===== src/rtl/mipsPkg.sv =====
package mipsPkg;

  typedef logic [31:0] wordT;    // data or address word
  typedef logic [4:0]  regIdxT;  // register number
  typedef logic [5:0]  opcodeT;  // instruction bits 31..26
  typedef logic [5:0]  functT;   // r-type bits 5..0
  typedef logic [2:0]  aluCtrlT; // alu operation select

  // opcodes of the supported instructions
  localparam opcodeT OP_RTYPE = 6'b000000;
  localparam opcodeT OP_ADDI  = 6'b001000;
  localparam opcodeT OP_LW    = 6'b100011;
  localparam opcodeT OP_SW    = 6'b101011;
  localparam opcodeT OP_BEQ   = 6'b000100;
  localparam opcodeT OP_J     = 6'b000010;

  // r-type funct codes
  localparam functT FN_ADD = 6'b100000;
  localparam functT FN_SUB = 6'b100010;
  localparam functT FN_AND = 6'b100100;
  localparam functT FN_OR  = 6'b100101;
  localparam functT FN_SLT = 6'b101010;

  // alu operations
  localparam aluCtrlT ALU_ADD = 3'd0;
  localparam aluCtrlT ALU_SUB = 3'd1;
  localparam aluCtrlT ALU_AND = 3'd2;
  localparam aluCtrlT ALU_OR  = 3'd3;
  localparam aluCtrlT ALU_SLT = 3'd4; // signed compare

endpackage


===== src/rtl/executeStage.sv =====
module executeStage (
  input  logic             clk,
  input  logic             rst_n,
  input  logic             freeze,
  input  logic             regWrite,
  input  logic             memRead,
  input  logic             memWrite,
  input  logic             aluSrc,
  input  logic             regDst,
  input  mipsPkg::aluCtrlT aluOp,
  input  mipsPkg::regIdxT  exRs,
  input  mipsPkg::regIdxT  exRt,
  input  mipsPkg::regIdxT  exRd,
  input  mipsPkg::wordT    exA,
  input  mipsPkg::wordT    exB,
  input  mipsPkg::wordT    exImm,
  input  logic             wbWrite,
  input  mipsPkg::regIdxT  wbDest,
  input  mipsPkg::wordT    wbData,
  output mipsPkg::wordT    exResult,
  output mipsPkg::regIdxT  exDest,
  output logic             exRegWrite,
  output logic             exMemRead,
  output logic             memMemRead,
  output logic             memMemWrite,
  output logic             memRegWrite,
  output mipsPkg::wordT    memAddr,
  output mipsPkg::wordT    memWdata,
  output mipsPkg::regIdxT  memDest
);

  mipsPkg::wordT fwdA, fwdB, opB;
  mipsPkg::aluCtrlT aluCtrl;
  logic memHitA, memHitB;

  // EX/MEM wins over MEM/WB, $0 never forwards
  assign memHitA = memRegWrite && memDest != '0 && memDest == exRs;
  assign memHitB = memRegWrite && memDest != '0 && memDest == exRt;
  assign fwdA = memHitA ? memAddr :
                (wbWrite && wbDest != '0 && wbDest == exRs) ? wbData : exA;
  assign fwdB = memHitB ? memAddr :
                (wbWrite && wbDest != '0 && wbDest == exRt) ? wbData : exB;
  assign opB  = aluSrc ? exImm : fwdB;

  always_comb begin
    aluCtrl = aluOp;
    if (regDst) begin         // r-type, decode by funct
      case (mipsPkg::functT'(exImm[5:0]))
        mipsPkg::FN_SUB: aluCtrl = mipsPkg::ALU_SUB;
        mipsPkg::FN_AND: aluCtrl = mipsPkg::ALU_AND;
        mipsPkg::FN_OR:  aluCtrl = mipsPkg::ALU_OR;
        mipsPkg::FN_SLT: aluCtrl = mipsPkg::ALU_SLT;
        mipsPkg::FN_ADD: aluCtrl = mipsPkg::ALU_ADD;
        default:         aluCtrl = mipsPkg::ALU_ADD;
      endcase
    end
  end

  always_comb begin
    case (aluCtrl)
      mipsPkg::ALU_SUB: exResult = fwdA - opB;
      mipsPkg::ALU_AND: exResult = fwdA & opB;
      mipsPkg::ALU_OR:  exResult = fwdA | opB;
      mipsPkg::ALU_SLT: exResult = {31'd0, $signed(fwdA) < $signed(opB)};
      default:          exResult = fwdA + opB;
    endcase
  end

  assign exDest     = regDst ? exRd : exRt;
  assign exRegWrite = regWrite;
  assign exMemRead  = memRead;  // for the load-use check in decode

  always_ff @(posedge clk or negedge rst_n) begin
    if (!rst_n) begin
      {memMemRead, memMemWrite, memRegWrite} <= '0;
    end else if (!freeze) begin
      {memMemRead, memMemWrite, memRegWrite} <= {memRead, memWrite, regWrite};
    end
  end

  always_ff @(posedge clk) begin
    if (!freeze) begin
      memAddr  <= exResult;
      memWdata <= fwdB;      // store data after forwarding
      memDest  <= exDest;
    end
  end

endmodule


===== src/rtl/fetchUnit.sv =====
module fetchUnit #(
  parameter mipsPkg::wordT resetPc = 32'h0000_0000
) (
  input  logic          clk,
  input  logic          rst_n,
  input  logic          freeze,
  input  logic          pcHold,
  input  logic          redirect,
  input  mipsPkg::wordT redirectPc,
  input  mipsPkg::wordT iRdata,
  output logic [29:0]   iAddr,
  output mipsPkg::wordT idInst,
  output mipsPkg::wordT idPcPlus4
);

  mipsPkg::wordT pc, pcPlus4, nextPc;

  assign iAddr   = pc[31:2];  // word address to the icache
  assign pcPlus4 = pc + 32'd4;
  assign nextPc  = redirect ? redirectPc : pcPlus4;

  always_ff @(posedge clk or negedge rst_n) begin
    if (!rst_n) begin
      pc <= resetPc;
    end else if (!freeze && !pcHold) begin
      pc <= nextPc;
    end
  end

  // IF/ID instruction, zero is a nop
  always_ff @(posedge clk or negedge rst_n) begin
    if (!rst_n) begin
      idInst <= '0;
    end else if (!freeze) begin
      if (redirect) begin
        idInst <= '0;     // squash the wrong-path fetch
      end else if (!pcHold) begin
        idInst <= iRdata;
      end
    end
  end

  always_ff @(posedge clk) begin
    if (!freeze && !pcHold) begin
      idPcPlus4 <= pcPlus4;
    end
  end

endmodule


===== src/rtl/instDecode.sv =====
module instDecode (
  input  logic             clk,
  input  logic             rst_n,
  input  logic             freeze,
  input  mipsPkg::wordT    idInst,
  input  mipsPkg::wordT    idPcPlus4,
  input  mipsPkg::wordT    rsData,
  input  mipsPkg::wordT    rtData,
  input  mipsPkg::wordT    exResult,
  input  mipsPkg::regIdxT  exDest,
  input  logic             exRegWrite,
  input  logic             exMemRead,
  output mipsPkg::regIdxT  rs,
  output mipsPkg::regIdxT  rt,
  output logic             pcHold,
  output logic             redirect,
  output mipsPkg::wordT    redirectPc,
  output logic             regWrite,
  output logic             memRead,
  output logic             memWrite,
  output logic             aluSrc,
  output logic             regDst,
  output mipsPkg::aluCtrlT aluOp,
  output mipsPkg::regIdxT  exRs,
  output mipsPkg::regIdxT  exRt,
  output mipsPkg::regIdxT  exRd,
  output mipsPkg::wordT    exA,
  output mipsPkg::wordT    exB,
  output mipsPkg::wordT    exImm
);

  mipsPkg::opcodeT opcode;
  mipsPkg::wordT imm, cmpA, cmpB;
  mipsPkg::regIdxT memDestQ;
  logic decRegWrite, decMemRead, decMemWrite, decAluSrc, decRegDst, isBeq, isJump;
  logic memWriteQ, loadUse, branchStall, hazard;

  assign opcode = idInst[31:26];
  assign rs     = idInst[25:21];
  assign rt     = idInst[20:16];
  assign imm    = {{16{idInst[15]}}, idInst[15:0]};

  always_comb begin
    {decRegWrite, decMemRead, decMemWrite, decAluSrc, decRegDst} = '0;
    {isBeq, isJump} = '0;
    case (opcode)
      mipsPkg::OP_RTYPE: {decRegWrite, decRegDst} = 2'b11; // funct picks the op later
      mipsPkg::OP_ADDI:  {decRegWrite, decAluSrc} = 2'b11;
      mipsPkg::OP_LW:    {decRegWrite, decMemRead, decAluSrc} = 3'b111;
      mipsPkg::OP_SW:    {decMemWrite, decAluSrc} = 2'b11;
      mipsPkg::OP_BEQ:   isBeq = 1'b1;
      mipsPkg::OP_J:     isJump = 1'b1;
      default:           ;
    endcase
  end

  // EX result feeds the compare directly
  assign cmpA = (exRegWrite && exDest != '0 && exDest == rs) ? exResult : rsData;
  assign cmpB = (exRegWrite && exDest != '0 && exDest == rt) ? exResult : rtData;

  assign loadUse     = exMemRead && exDest != '0 && (exDest == rs || exDest == rt);
  // no path from MEM into the compare, so wait until it reaches writeback
  assign branchStall = isBeq && memWriteQ && memDestQ != '0 &&
                       (memDestQ == rs || memDestQ == rt);
  assign hazard      = loadUse || branchStall;
  assign pcHold      = hazard;
  assign redirect    = !hazard && (isJump || (isBeq && cmpA == cmpB));
  assign redirectPc  = isJump ? {idPcPlus4[31:28], idInst[25:0], 2'b00}
                              : idPcPlus4 + {imm[29:0], 2'b00};

  // copy of the EX/MEM destination for the branch check
  always_ff @(posedge clk or negedge rst_n) begin
    if (!rst_n) begin
      memWriteQ <= 1'b0;
    end else if (!freeze) begin
      memWriteQ <= exRegWrite;
    end
  end

  always_ff @(posedge clk) begin
    if (!freeze) begin
      memDestQ <= exDest;
      {exRs, exRt, exRd} <= {rs, rt, idInst[15:11]};
      {exA, exB, exImm} <= {rsData, rtData, imm};
    end
  end

  // ID/EX control, a hazard inserts a bubble
  always_ff @(posedge clk or negedge rst_n) begin
    if (!rst_n) begin
      {regWrite, memRead, memWrite, aluSrc, regDst} <= '0;
      aluOp <= mipsPkg::ALU_ADD;
    end else if (!freeze) begin
      if (hazard) begin
        {regWrite, memRead, memWrite, aluSrc, regDst} <= '0;
      end else begin
        {regWrite, memRead, memWrite} <= {decRegWrite, decMemRead, decMemWrite};
        {aluSrc, regDst} <= {decAluSrc, decRegDst};
      end
      aluOp <= mipsPkg::ALU_ADD; // i-type ops all add
    end
  end

endmodule


===== src/rtl/mipsCore.sv =====
module mipsCore #(
  parameter mipsPkg::wordT resetPc = 32'h0000_0000
) (
  input  logic          clk,
  input  logic          rst_n,
  output logic          iRen,
  output logic [29:0]   iAddr,
  input  mipsPkg::wordT iRdata,
  input  logic          iStall,
  output logic          dRen,
  output logic          dWen,
  output logic [29:0]   dAddr,
  output mipsPkg::wordT dWdata,
  input  mipsPkg::wordT dRdata,
  input  logic          dStall
);

  logic freeze, pcHold, redirect;
  logic regWrite, memRead, memWrite, aluSrc, regDst;
  logic exRegWrite, exMemRead, memMemRead, memMemWrite, memRegWrite, wbWrite;
  mipsPkg::aluCtrlT aluOp;
  mipsPkg::regIdxT rs, rt, exRs, exRt, exRd, exDest, memDest, wbDest;
  mipsPkg::wordT redirectPc, idInst, idPcPlus4, rsData, rtData;
  mipsPkg::wordT exA, exB, exImm, exResult, memAddr, memWdata, wbData;

  assign freeze = iStall | dStall; // any cache stall holds the whole pipe
  assign iRen   = 1'b1;

  // a store is offered only while fetch is not stalling, so it is taken once
  assign dWen   = memMemWrite & ~iStall;
  assign dRen   = memMemRead;
  assign dAddr  = memAddr[31:2];
  assign dWdata = memWdata;

  fetchUnit #(.resetPc(resetPc)) uFetch (
    .clk(clk), .rst_n(rst_n), .freeze(freeze), .pcHold(pcHold),
    .redirect(redirect), .redirectPc(redirectPc), .iRdata(iRdata),
    .iAddr(iAddr), .idInst(idInst), .idPcPlus4(idPcPlus4)
  );

  regFile uRegs (
    .clk(clk), .rst_n(rst_n), .freeze(freeze), .rs(rs), .rt(rt),
    .wbWrite(wbWrite), .wbDest(wbDest), .wbData(wbData),
    .rsData(rsData), .rtData(rtData)
  );

  instDecode uDecode (
    .clk(clk), .rst_n(rst_n), .freeze(freeze), .idInst(idInst), .idPcPlus4(idPcPlus4),
    .rsData(rsData), .rtData(rtData), .exResult(exResult), .exDest(exDest),
    .exRegWrite(exRegWrite), .exMemRead(exMemRead), .rs(rs), .rt(rt),
    .pcHold(pcHold), .redirect(redirect), .redirectPc(redirectPc),
    .regWrite(regWrite), .memRead(memRead), .memWrite(memWrite), .aluSrc(aluSrc),
    .regDst(regDst), .aluOp(aluOp), .exRs(exRs), .exRt(exRt), .exRd(exRd),
    .exA(exA), .exB(exB), .exImm(exImm)
  );

  executeStage uExecute (
    .clk(clk), .rst_n(rst_n), .freeze(freeze), .regWrite(regWrite), .memRead(memRead),
    .memWrite(memWrite), .aluSrc(aluSrc), .regDst(regDst), .aluOp(aluOp),
    .exRs(exRs), .exRt(exRt), .exRd(exRd), .exA(exA), .exB(exB), .exImm(exImm),
    .wbWrite(wbWrite), .wbDest(wbDest), .wbData(wbData), .exResult(exResult),
    .exDest(exDest), .exRegWrite(exRegWrite), .exMemRead(exMemRead),
    .memMemRead(memMemRead), .memMemWrite(memMemWrite), .memRegWrite(memRegWrite),
    .memAddr(memAddr), .memWdata(memWdata), .memDest(memDest)
  );

  resultStage uResult (
    .clk(clk), .rst_n(rst_n), .freeze(freeze), .memMemRead(memMemRead),
    .memRegWrite(memRegWrite), .memAddr(memAddr), .memDest(memDest), .dRdata(dRdata),
    .wbWrite(wbWrite), .wbDest(wbDest), .wbData(wbData)
  );

endmodule


===== src/rtl/regFile.sv =====
module regFile (
  input  logic            clk,
  input  logic            rst_n,
  input  logic            freeze,
  input  mipsPkg::regIdxT rs,
  input  mipsPkg::regIdxT rt,
  input  logic            wbWrite,
  input  mipsPkg::regIdxT wbDest,
  input  mipsPkg::wordT   wbData,
  output mipsPkg::wordT   rsData,
  output mipsPkg::wordT   rtData
);

  mipsPkg::wordT regs [1:31]; // $0 has no storage
  logic doWrite;

  assign doWrite = wbWrite && (wbDest != '0);

  always_ff @(posedge clk or negedge rst_n) begin
    if (!rst_n) begin
      for (int i = 1; i < 32; i++) begin
        regs[i] <= '0;
      end
    end else if (doWrite && !freeze) begin
      regs[wbDest] <= wbData;
    end
  end

  // write-through so decode sees the value retiring this cycle
  assign rsData = (rs == '0) ? '0 : (doWrite && wbDest == rs) ? wbData : regs[rs];
  assign rtData = (rt == '0) ? '0 : (doWrite && wbDest == rt) ? wbData : regs[rt];

endmodule


===== src/rtl/resultStage.sv =====
module resultStage (
  input  logic            clk,
  input  logic            rst_n,
  input  logic            freeze,
  input  logic            memMemRead,
  input  logic            memRegWrite,
  input  mipsPkg::wordT   memAddr,
  input  mipsPkg::regIdxT memDest,
  input  mipsPkg::wordT   dRdata,
  output logic            wbWrite,
  output mipsPkg::regIdxT wbDest,
  output mipsPkg::wordT   wbData
);

  mipsPkg::wordT wbAlu, wbLoad;
  logic wbIsLoad;

  always_ff @(posedge clk or negedge rst_n) begin
    if (!rst_n) begin
      {wbWrite, wbIsLoad} <= '0;
    end else if (!freeze) begin
      {wbWrite, wbIsLoad} <= {memRegWrite, memMemRead};
    end
  end

  always_ff @(posedge clk) begin
    if (!freeze) begin
      wbDest <= memDest;
      wbAlu  <= memAddr;
      wbLoad <= dRdata;  // valid here since dStall is low
    end
  end

  assign wbData = wbIsLoad ? wbLoad : wbAlu;

endmodule


===== config.mk =====
export PLATFORM = sky130hd
export DESIGN_NAME = mipsCore
export DESIGN_NICKNAME = d
export VERILOG_FILES = /design/src/rtl/mipsPkg.sv /design/src/rtl/executeStage.sv /design/src/rtl/fetchUnit.sv /design/src/rtl/instDecode.sv /design/src/rtl/mipsCore.sv /design/src/rtl/regFile.sv /design/src/rtl/resultStage.sv
export SDC_FILE = /design/constraint.sdc
export NUM_CORES = 2
export LEC_CHECK = 0
export BUFFER_PORTS_ARGS = -buffer_cell sky130_fd_sc_hd__buf_2
export CORE_AREA = 2 2 356 358
export CTS_BUF_LIST = sky130_fd_sc_hd__clkbuf_16
export CTS_CLUSTER_SIZE = 10
export DETAILED_ROUTE_END_ITERATION = 16
export DIE_AREA = 0 0 358 360
export PLACE_DENSITY = 0.8
export SETUP_SLACK_MARGIN = 0.1
export SKIP_CTS_REPAIR_TIMING = 1
export SYNTH_ARGS = -nofsm -noshare
export SYNTH_HDL_FRONTEND = slang
export SYNTH_SLANG_ARGS = --single-unit

===== constraint.sdc =====
create_clock -name clk -period 19.21 [get_ports clk]
set_input_delay 0.9605 -clock clk [delete_from_list [all_inputs] [get_ports clk]]
set_output_delay 0.9605 -clock clk [all_outputs]
set_load 0.01 [all_outputs]

# [After elaboration in Yosys (flattened, before gate mapping)]
# Cells that the tools add are included.
[totals] ff_bits=1331 inputBits=68 output_inout_bits=95 elab_cells=176
[classes] addsub=4 order_cmp=5 n_eq_ne=25 n_mux=41 bitwise=9 reduce_logical=36
[ops] op="992-bit bitwise mux" n=1
[ops] op="32-bit 2-to-1 mux" n=21
[ops] op="32-bit binary-select mux with 5-bit select" n=2
[ops] op="32-bit demux with 5-bit select" n=1
[ops] op="32-bit case mux with 4 select lines" n=1
[ops] op="32-bit adder" n=2
[ops] op="5-bit equality test" n=10
[ops] op="6-bit equality test (second input constant)" n=6
[ops] op="32-bit by 3-bit adder with 32-bit output (second input constant)" n=1
[ops] op="32-bit bitwise AND" n=1
[ops] op="32-bit equality test" n=1
[ops] op="32-bit less-than comparator" n=1
[ops] op="32-bit bitwise OR" n=1
[ops] op="32-bit subtractor" n=1
[ops] op="1-bit logical AND" n=21
[ops] op="6-bit >= comparator (second input constant)" n=3
[ops] op="5-bit inverter with 6-bit output" n=3
[ops] op="5-bit nonzero test" n=3
[ops] op="1-bit 2-to-1 mux" n=12
[ops] op="3-bit case mux with 4 select lines" n=1
[ops] op="5-bit logical NOT" n=2
[ops] op="3-bit by 2-bit equality test with 1-bit output (second input constant)" n=2
[ops] op="6-bit by 2-bit equality test with 1-bit output (second input constant)" n=1
[ops] op="6-bit by 3-bit equality test with 1-bit output (second input constant)" n=1
[ops] op="15 further kinds" n=21

# [Logic depth before layout (Yosys ltp)]
[depth] depth_word=15 mapped_depth=33 mapped_depth_nobuf=27

# [Hierarchy]
# A second synthesis with hierarchy kept.
[hier_totals] cells_unflattened=6017 area_unflattened_um2=77421.8
[by_module_without_submodules] mod="regFile" instances=1 cells_per_inst=3625 area_per_inst_um2=53674.0 seq_area_each_um2=24823.8
[by_module_without_submodules] mod="executeStage" instances=1 cells_per_inst=1084 area_per_inst_um2=9028.7 seq_area_each_um2=2147.1
[by_module_without_submodules] mod="instDecode" instances=1 cells_per_inst=783 area_per_inst_um2=7353.3 seq_area_each_um2=3002.9
[by_module_without_submodules] mod="fetchUnit" instances=1 cells_per_inst=411 area_per_inst_um2=4650.7 seq_area_each_um2=2562.5
[by_module_without_submodules] mod="resultStage" instances=1 cells_per_inst=110 area_per_inst_um2=2688.8 seq_area_each_um2=2122.0
[by_module_without_submodules] mod="mipsCore" instances=1 cells_per_inst=4 area_per_inst_um2=26.3 seq_area_each_um2=0.0

# [Worst setup path before layout]
# Ideal clock, no wire load.
[synth_timing] path_type="flip-flop to flip-flop" startpoint="register uResult.wbDest[2]" endpoint="register uFetch.pc[29]" setup_time_ns=0.126 arrival_time_ns=6.648 t_required_ns=19.084 slack_ns=12.436 stages_incl_launch_ff=32 path_buffers=5 period_less_slack_ns=6.774 cell_sequence="edfxtp_1 clkbuf_1 nor3_1 nand2_1 nand2_1 nor4_1 clkbuf_1 o21ai_0 o21ai_0 nor2_1 a21oi_1 ha_1 inv_1 fa_1 nor2b_1 o2111ai_1 a21oi_1 o2111ai_2 nand4_1 or3b_1 buf_2 o22ai_1 mux2i_1 a221oi_2 o2111ai_1 or4_4 nor3_4 and2_1 buf_6 nor2_4 buf_6 a221o_1"
[synth_between] elab_chain_cells=14 word_cells_on_any_way=32 classes_between="add/sub: 2; order compare: 1; eq/ne: 5; mux: 13; bitwise: 2; reduce/logical: 9"
[synth_rtl] item="start: declaration" line="resultStage.sv:11" source="output mipsPkg::regIdxT wbDest,"
[synth_rtl] item="start signal: assignment" line="resultStage.sv:28" source="wbDest <= memDest;"
[synth_rtl] item="5-bit nonzero test" line="executeStage.sv:42" source="(wbWrite && wbDest != '0 && wbDest == exRt) ? wbData : exB;"
[synth_rtl] item="1-bit logical AND" line="executeStage.sv:42"
[synth_rtl] item="1-bit logical AND *" line="executeStage.sv:42"
[synth_rtl] item="32-bit 2-to-1 mux *" line="executeStage.sv:42"
[synth_rtl] item="32-bit 2-to-1 mux *" line="executeStage.sv:41" source="assign fwdB = memHitB ? memAddr :"
[synth_rtl] item="net uExecute.fwdB[0]" line="executeStage.sv:32" source="mipsPkg::wordT fwdA, fwdB, opB;"
[synth_rtl] item="32-bit 2-to-1 mux *" line="executeStage.sv:43" source="assign opB = aluSrc ? exImm : fwdB;"
[synth_rtl] item="32-bit adder / 32-bit subtractor (equally long branches)" line="executeStage.sv:65, executeStage.sv:61"
[synth_rtl] item="32-bit case mux with 4 select lines *" line="executeStage.sv:60" source="case (aluCtrl)"
[synth_rtl] item="net exResult[16]" line="mipsCore.sv:24" source="mipsPkg::wordT exA, exB, exImm, exResult, memAddr, memWdata, wbData;"
[synth_rtl] item="32-bit 2-to-1 mux (on tied branches)" line="instDecode.sv:58, instDecode.sv:59"
[synth_rtl] item="32-bit equality test *" line="instDecode.sv:67" source="assign redirect = !hazard && (isJump || (isBeq && cmpA == cmpB));"
[synth_rtl] item="1-bit logical AND *" line="instDecode.sv:67"
[synth_rtl] item="1-bit logical OR *" line="instDecode.sv:67"
[synth_rtl] item="1-bit logical AND *" line="instDecode.sv:67"
[synth_rtl] item="32-bit 2-to-1 mux *" line="fetchUnit.sv:20" source="assign nextPc = redirect ? redirectPc : pcPlus4;"
[synth_rtl] item="end signal: assignment" line="fetchUnit.sv:24" source="pc <= resetPc;"
[synth_rtl] item="end signal: assignment" line="fetchUnit.sv:26" source="pc <= nextPc;"
[synth_rtl] item="end: declaration" line="fetchUnit.sv:16" source="mipsPkg::wordT pc, pcPlus4, nextPc;"
# The timed path passes the listed nets; every way through them passes the cells marked *.
# A chain may end at the register's enable or synchronous reset.

# [Worst setup path in the final report]
[layout_timing] startpoint="register uResult.wbIsLoad" endpoint="register uFetch.pc[29]"
[layout_between] elab_chain_cells=12 word_cells_on_any_way=23 classes_between="add/sub: 2; order compare: 1; eq/ne: 1; mux: 14; bitwise: 2; reduce/logical: 3"
[layout_rtl] item="start: declaration" line="resultStage.sv:16" source="logic wbIsLoad;"
[layout_rtl] item="start signal: assignment" line="resultStage.sv:22" source="{wbWrite, wbIsLoad} <= {memRegWrite, memMemRead};"
[layout_rtl] item="32-bit 2-to-1 mux *" line="resultStage.sv:34" source="assign wbData = wbIsLoad ? wbLoad : wbAlu;"
[layout_rtl] item="32-bit 2-to-1 mux *" line="executeStage.sv:42"
[layout_rtl] item="32-bit 2-to-1 mux *" line="executeStage.sv:41"
[layout_rtl] item="net uExecute.fwdB[4]" line="executeStage.sv:32"
[layout_rtl] item="32-bit 2-to-1 mux *" line="executeStage.sv:43"
[layout_rtl] item="32-bit adder / 32-bit subtractor (equally long branches)" line="executeStage.sv:65, executeStage.sv:61"
[layout_rtl] item="32-bit case mux with 4 select lines *" line="executeStage.sv:60"
[layout_rtl] item="net exResult[13]" line="mipsCore.sv:24"
[layout_rtl] item="32-bit 2-to-1 mux (on tied branches)" line="instDecode.sv:58, instDecode.sv:59"
[layout_rtl] item="32-bit equality test *" line="instDecode.sv:67"
[layout_rtl] item="1-bit logical AND *" line="instDecode.sv:67"
[layout_rtl] item="1-bit logical OR *" line="instDecode.sv:67"
[layout_rtl] item="1-bit logical AND *" line="instDecode.sv:67"
[layout_rtl] item="32-bit 2-to-1 mux *" line="fetchUnit.sv:20"
# Marks and branches as above.

==> impl_metrics.env <==
export IMPL_h_tree_depth=4
export IMPL_fillers=9234
export IMPL_grt_antenna_before_repair=9
export IMPL_fmax_ghz=0.104
export IMPL_rsz0062_at_grt="no"
export IMPL_synth_ff_type="dfrtp_1"
export IMPL_hold_path_class="in2async"
export IMPL_tritoncts="done"
export IMPL_maxCapViolations=0
export IMPL_globalRouteOverflowTotal=0
export IMPL_finalHoldViolCount=0
export IMPL_dieArea_um2=129000
export IMPL_cp_required_ns=19.90
export IMPL_placed_cells=8423
export IMPL_start_util=0.597
export IMPL_first_iter_violations=9163
export IMPL_place_area_um2=76100
export IMPL_wl_per_cell_um=28.7
export IMPL_nNetsFinal=7124
export IMPL_routed_wl_um=248000
export IMPL_critical_path_arrival_ns=10.33
export IMPL_num_rows=130
export IMPL_ys_seq_area_frac=0.461
export IMPL_core_area_um2=125000
export IMPL_setup_ws_ns=9.57
export IMPL_finalMaxSlewViolations=0
export IMPL_grt_util_met1=0.489
export IMPL_use_met2=0.580
export IMPL_synth_edf_count=258
export IMPL_finalCritPeriodShare=0.502
export IMPL_cts_sinks=1322
export IMPL_stdcell_count=8637
export IMPL_syn_to_final_growth_pct=7.68
export IMPL_grt_pass1_wl_um=373000
export IMPL_ios=163
export IMPL_final_util=0.643
export IMPL_tightest_slew_ns=1.34
export IMPL_synth_async_sr_flop_share=0.805
export IMPL_fin_crit_ns=9.64
export IMPL_die_h_um=360
export IMPL_postSynthCellCount=7153
export IMPL_p_per_area_nw_per_um2=101
export IMPL_yosysWarnings=0
export IMPL_startpoint_type="flip-flop"
export IMPL_hold_slack_ns=0.293
export IMPL_hpwl_um=154000
export IMPL_portBuffers=161
export IMPL_clockBufferDepth=3
export IMPL_place_gp_congestion=1.00
export IMPL_synth_seq_cells=1322
export IMPL_pre_cts_ws_ns=9.78
export IMPL_setup_tns_final_ns=0
export IMPL_syn_num_nets=7350
export IMPL_drc=0
export IMPL_worst_path_max_fanout=39
export IMPL_die_w_um=358
export IMPL_synth_cell_area_um2=74600
export IMPL_busiest_layer="met2"
export IMPL_finalSetupViolCount=0
export IMPL_grt_usage=0.383
export IMPL_numCtsBuffers=152
export IMPL_finalPower_mw=8.13
export IMPL_status="finished, final reports clean"
export IMPL_cts_root_buf="clkbuf_16"
export IMPL_maxSlewHeadroom=0.0896
export IMPL_syn_area_per_cell_um2=10.4
export IMPL_insertion_delay_ns=0.81
export IMPL_drive_above_1_share=0.164
export IMPL_worst_clock_skew_ns=0.0343
export IMPL_viasPerCell=7.20
export IMPL_vdd_ir_drop_max_v=0.0000951
export IMPL_fin_area_um2=80300
export IMPL_crit_path_end_kind="flip-flop"
export IMPL_ant_nets=0
export IMPL_path_clk_slew_ns=0.06
export IMPL_met3_usage=0.111
export IMPL_grt_max_degree=195
export IMPL_power_leakage_nw=33.7
export IMPL_criticalPathCategory="reg2reg"
export IMPL_synthDistinctLibCells=98
export IMPL_drt_pass1_iter_count=7
export IMPL_vias=62148
export IMPL_grt_pass1_vias=60958
==> flip-flops by register name (all words and copies together) (netlist names), 5 cells and up <==
signal and count:
uResult.wbDest 5, uDecode.exImm 16, uDecode.exRs 5, uResult.wbLoad 32
uExecute.memWdata 32, uExecute.memAddr 32, uDecode.exB 32, uDecode.exA 32
uFetch.idInst 32, uResult.wbAlu 32, uFetch.pc 30, uRegs.regs 992
uFetch.idPcPlus4 30, uDecode.memDestQ 5, uDecode.exRt 5
==> critical path: stages (launching register included) <==
cell       delay, ns
dfrtp_4         0.59
buf_4           0.78
mux2i_4         1.05
nand2_1         0.13
o21ai_0         0.11
o21ai_0         0.12
mux2i_1         0.27
ha_1            0.39
or2_2           0.35
a211oi_1        0.61
o21ai_1         0.28
nand2_1         0.19
a21oi_1         0.10
o221a_2         0.30
o22ai_1         0.39
mux2i_1         0.14
a22o_1          0.29
a211oi_1        0.38
o221ai_1        0.25
a2111oi_4       1.04
and2_1          0.84
nor2_4          0.38
a221o_1         0.45
==> cells by family after synthesis <==
group                    after synthesis  synth area share
XOR/XNOR                             134            0.0157
AND/OR/NAND/NOR                     1917             0.109
AO/OA/AOI/OAI                       2124             0.170
other                                  1         0.0000503
adder cells (fa/ha/maj)              129            0.0219
flip-flops                          1322             0.461
multiplexers                         704             0.173
buffers and inverters                822            0.0498
==> power breakdown <==
part,total [mW],internal [mW],switching (mW)
sequential,3.43,3.15,0.282
clock,2.59,1.44,1.15
combinational,2.11,0.823,1.29
total,8.13,5.41,2.72
==> metal layers <==
layer	part of all wire	vias up	wire (um)
li1	-	25674	-
met1	0.34	30416	85600
met2	0.45	4860	112000
met3	0.13	1188	33400
met4	0.069	10	17200
met5	0.00026	-	65
==> cells in the mapped netlist (92+ instances only) <==
master | number | area (um2)
dfrtp_1 | 1064 | 26600
nor2_1 | 956 | 3590
a21oi_1 | 933 | 4670
nand2_1 | 585 | 2200
o21ai_0 | 531 | 2660
mux4_2 | 458 | 10300
clkbuf_1 | 450 | 1690
edfxtp_1 | 258 | 7750
mux2i_1 | 154 | 1540
inv_1 | 149 | 559
ha_1 | 126 | 1580
mux2_2 | 92 | 1040
==> cells in the final DEF (no fill, tap or decap), drive strengths merged, types with 12 or more instances in the layout <==
master | netlist | final
dfrtp | 1064 | 1064
nor2 | 957 | 957
a21oi | 933 | 933
nand2 | 585 | 585
o21ai | 542 | 542
mux4 | 458 | 458
buf | 217 | 287
edfxtp | 258 | 258
inv | 152 | 205
clkbuf | 450 | 156
mux2i | 154 | 154
ha | 126 | 126
mux2 | 92 | 92
xnor2 | 87 | 87
nand3 | 80 | 80
o22ai | 71 | 71
a22o | 67 | 67
a221oi | 65 | 65
nor3 | 60 | 60
a22oi | 58 | 58
xor2 | 47 | 47
a21o | 42 | 42
a211oi | 41 | 41
nor2b | 35 | 35
o221ai | 34 | 34
o211ai | 33 | 33
nand2b | 32 | 32
a221o | 27 | 27
and3 | 26 | 26
o31ai | 25 | 25
or3 | 23 | 23
nor4 | 21 | 21
and2 | 20 | 20
a31oi | 18 | 18
a2111oi | 17 | 17
o21a | 16 | 16
nand4 | 16 | 16
or2 | 15 | 15
a211o | 12 | 12
==> area by class of cell <==
class	count	area, um2	share of cell area
Tap cell	1650	2060	0.0257
Antenna cell	2	5.00	0.0000623
Clock inverter	56	282	0.00351
Sequential cell	1322	34400	0.428
Multi-Input combinational cell	5009	37200	0.463
Timing Repair Buffer	287	1870	0.0233
Inverter	155	592	0.00737
Clock buffer	156	3900	0.0486
==> worst paths after layout <==
| path | start | endpoint | slack (ns) | depth (start not counted) |
|---|---|---|---|---|
| min reg2reg | uRegs.regs[408]$_DFFE_PN0P_ | uRegs.regs[408]$_DFFE_PN0P_ | 0.50 | 2 |
| max in group asynchronous | rst_n | uFetch.idInst[22]$_DFFE_PN0P_ | 15.03 | 5 |
| min in group clk | dRdata[21] | uResult.wbLoad[21]$_DFFE_PN_ | 0.32 | 1 |
| max reg2reg | uResult.wbIsLoad$_DFFE_PN0N_ | uFetch.pc[29]$_DFFE_PN0P_ | 9.57 | 22 |
| max | uResult.wbIsLoad$_DFFE_PN0N_ | uFetch.pc[29]$_DFFE_PN0P_ | 9.57 | 22 |
| min | rst_n | uRegs.regs[575]$_DFFE_PN0P_ | 0.29 | 1 |
No activity file was read; power rests on OpenSTA's default activity.
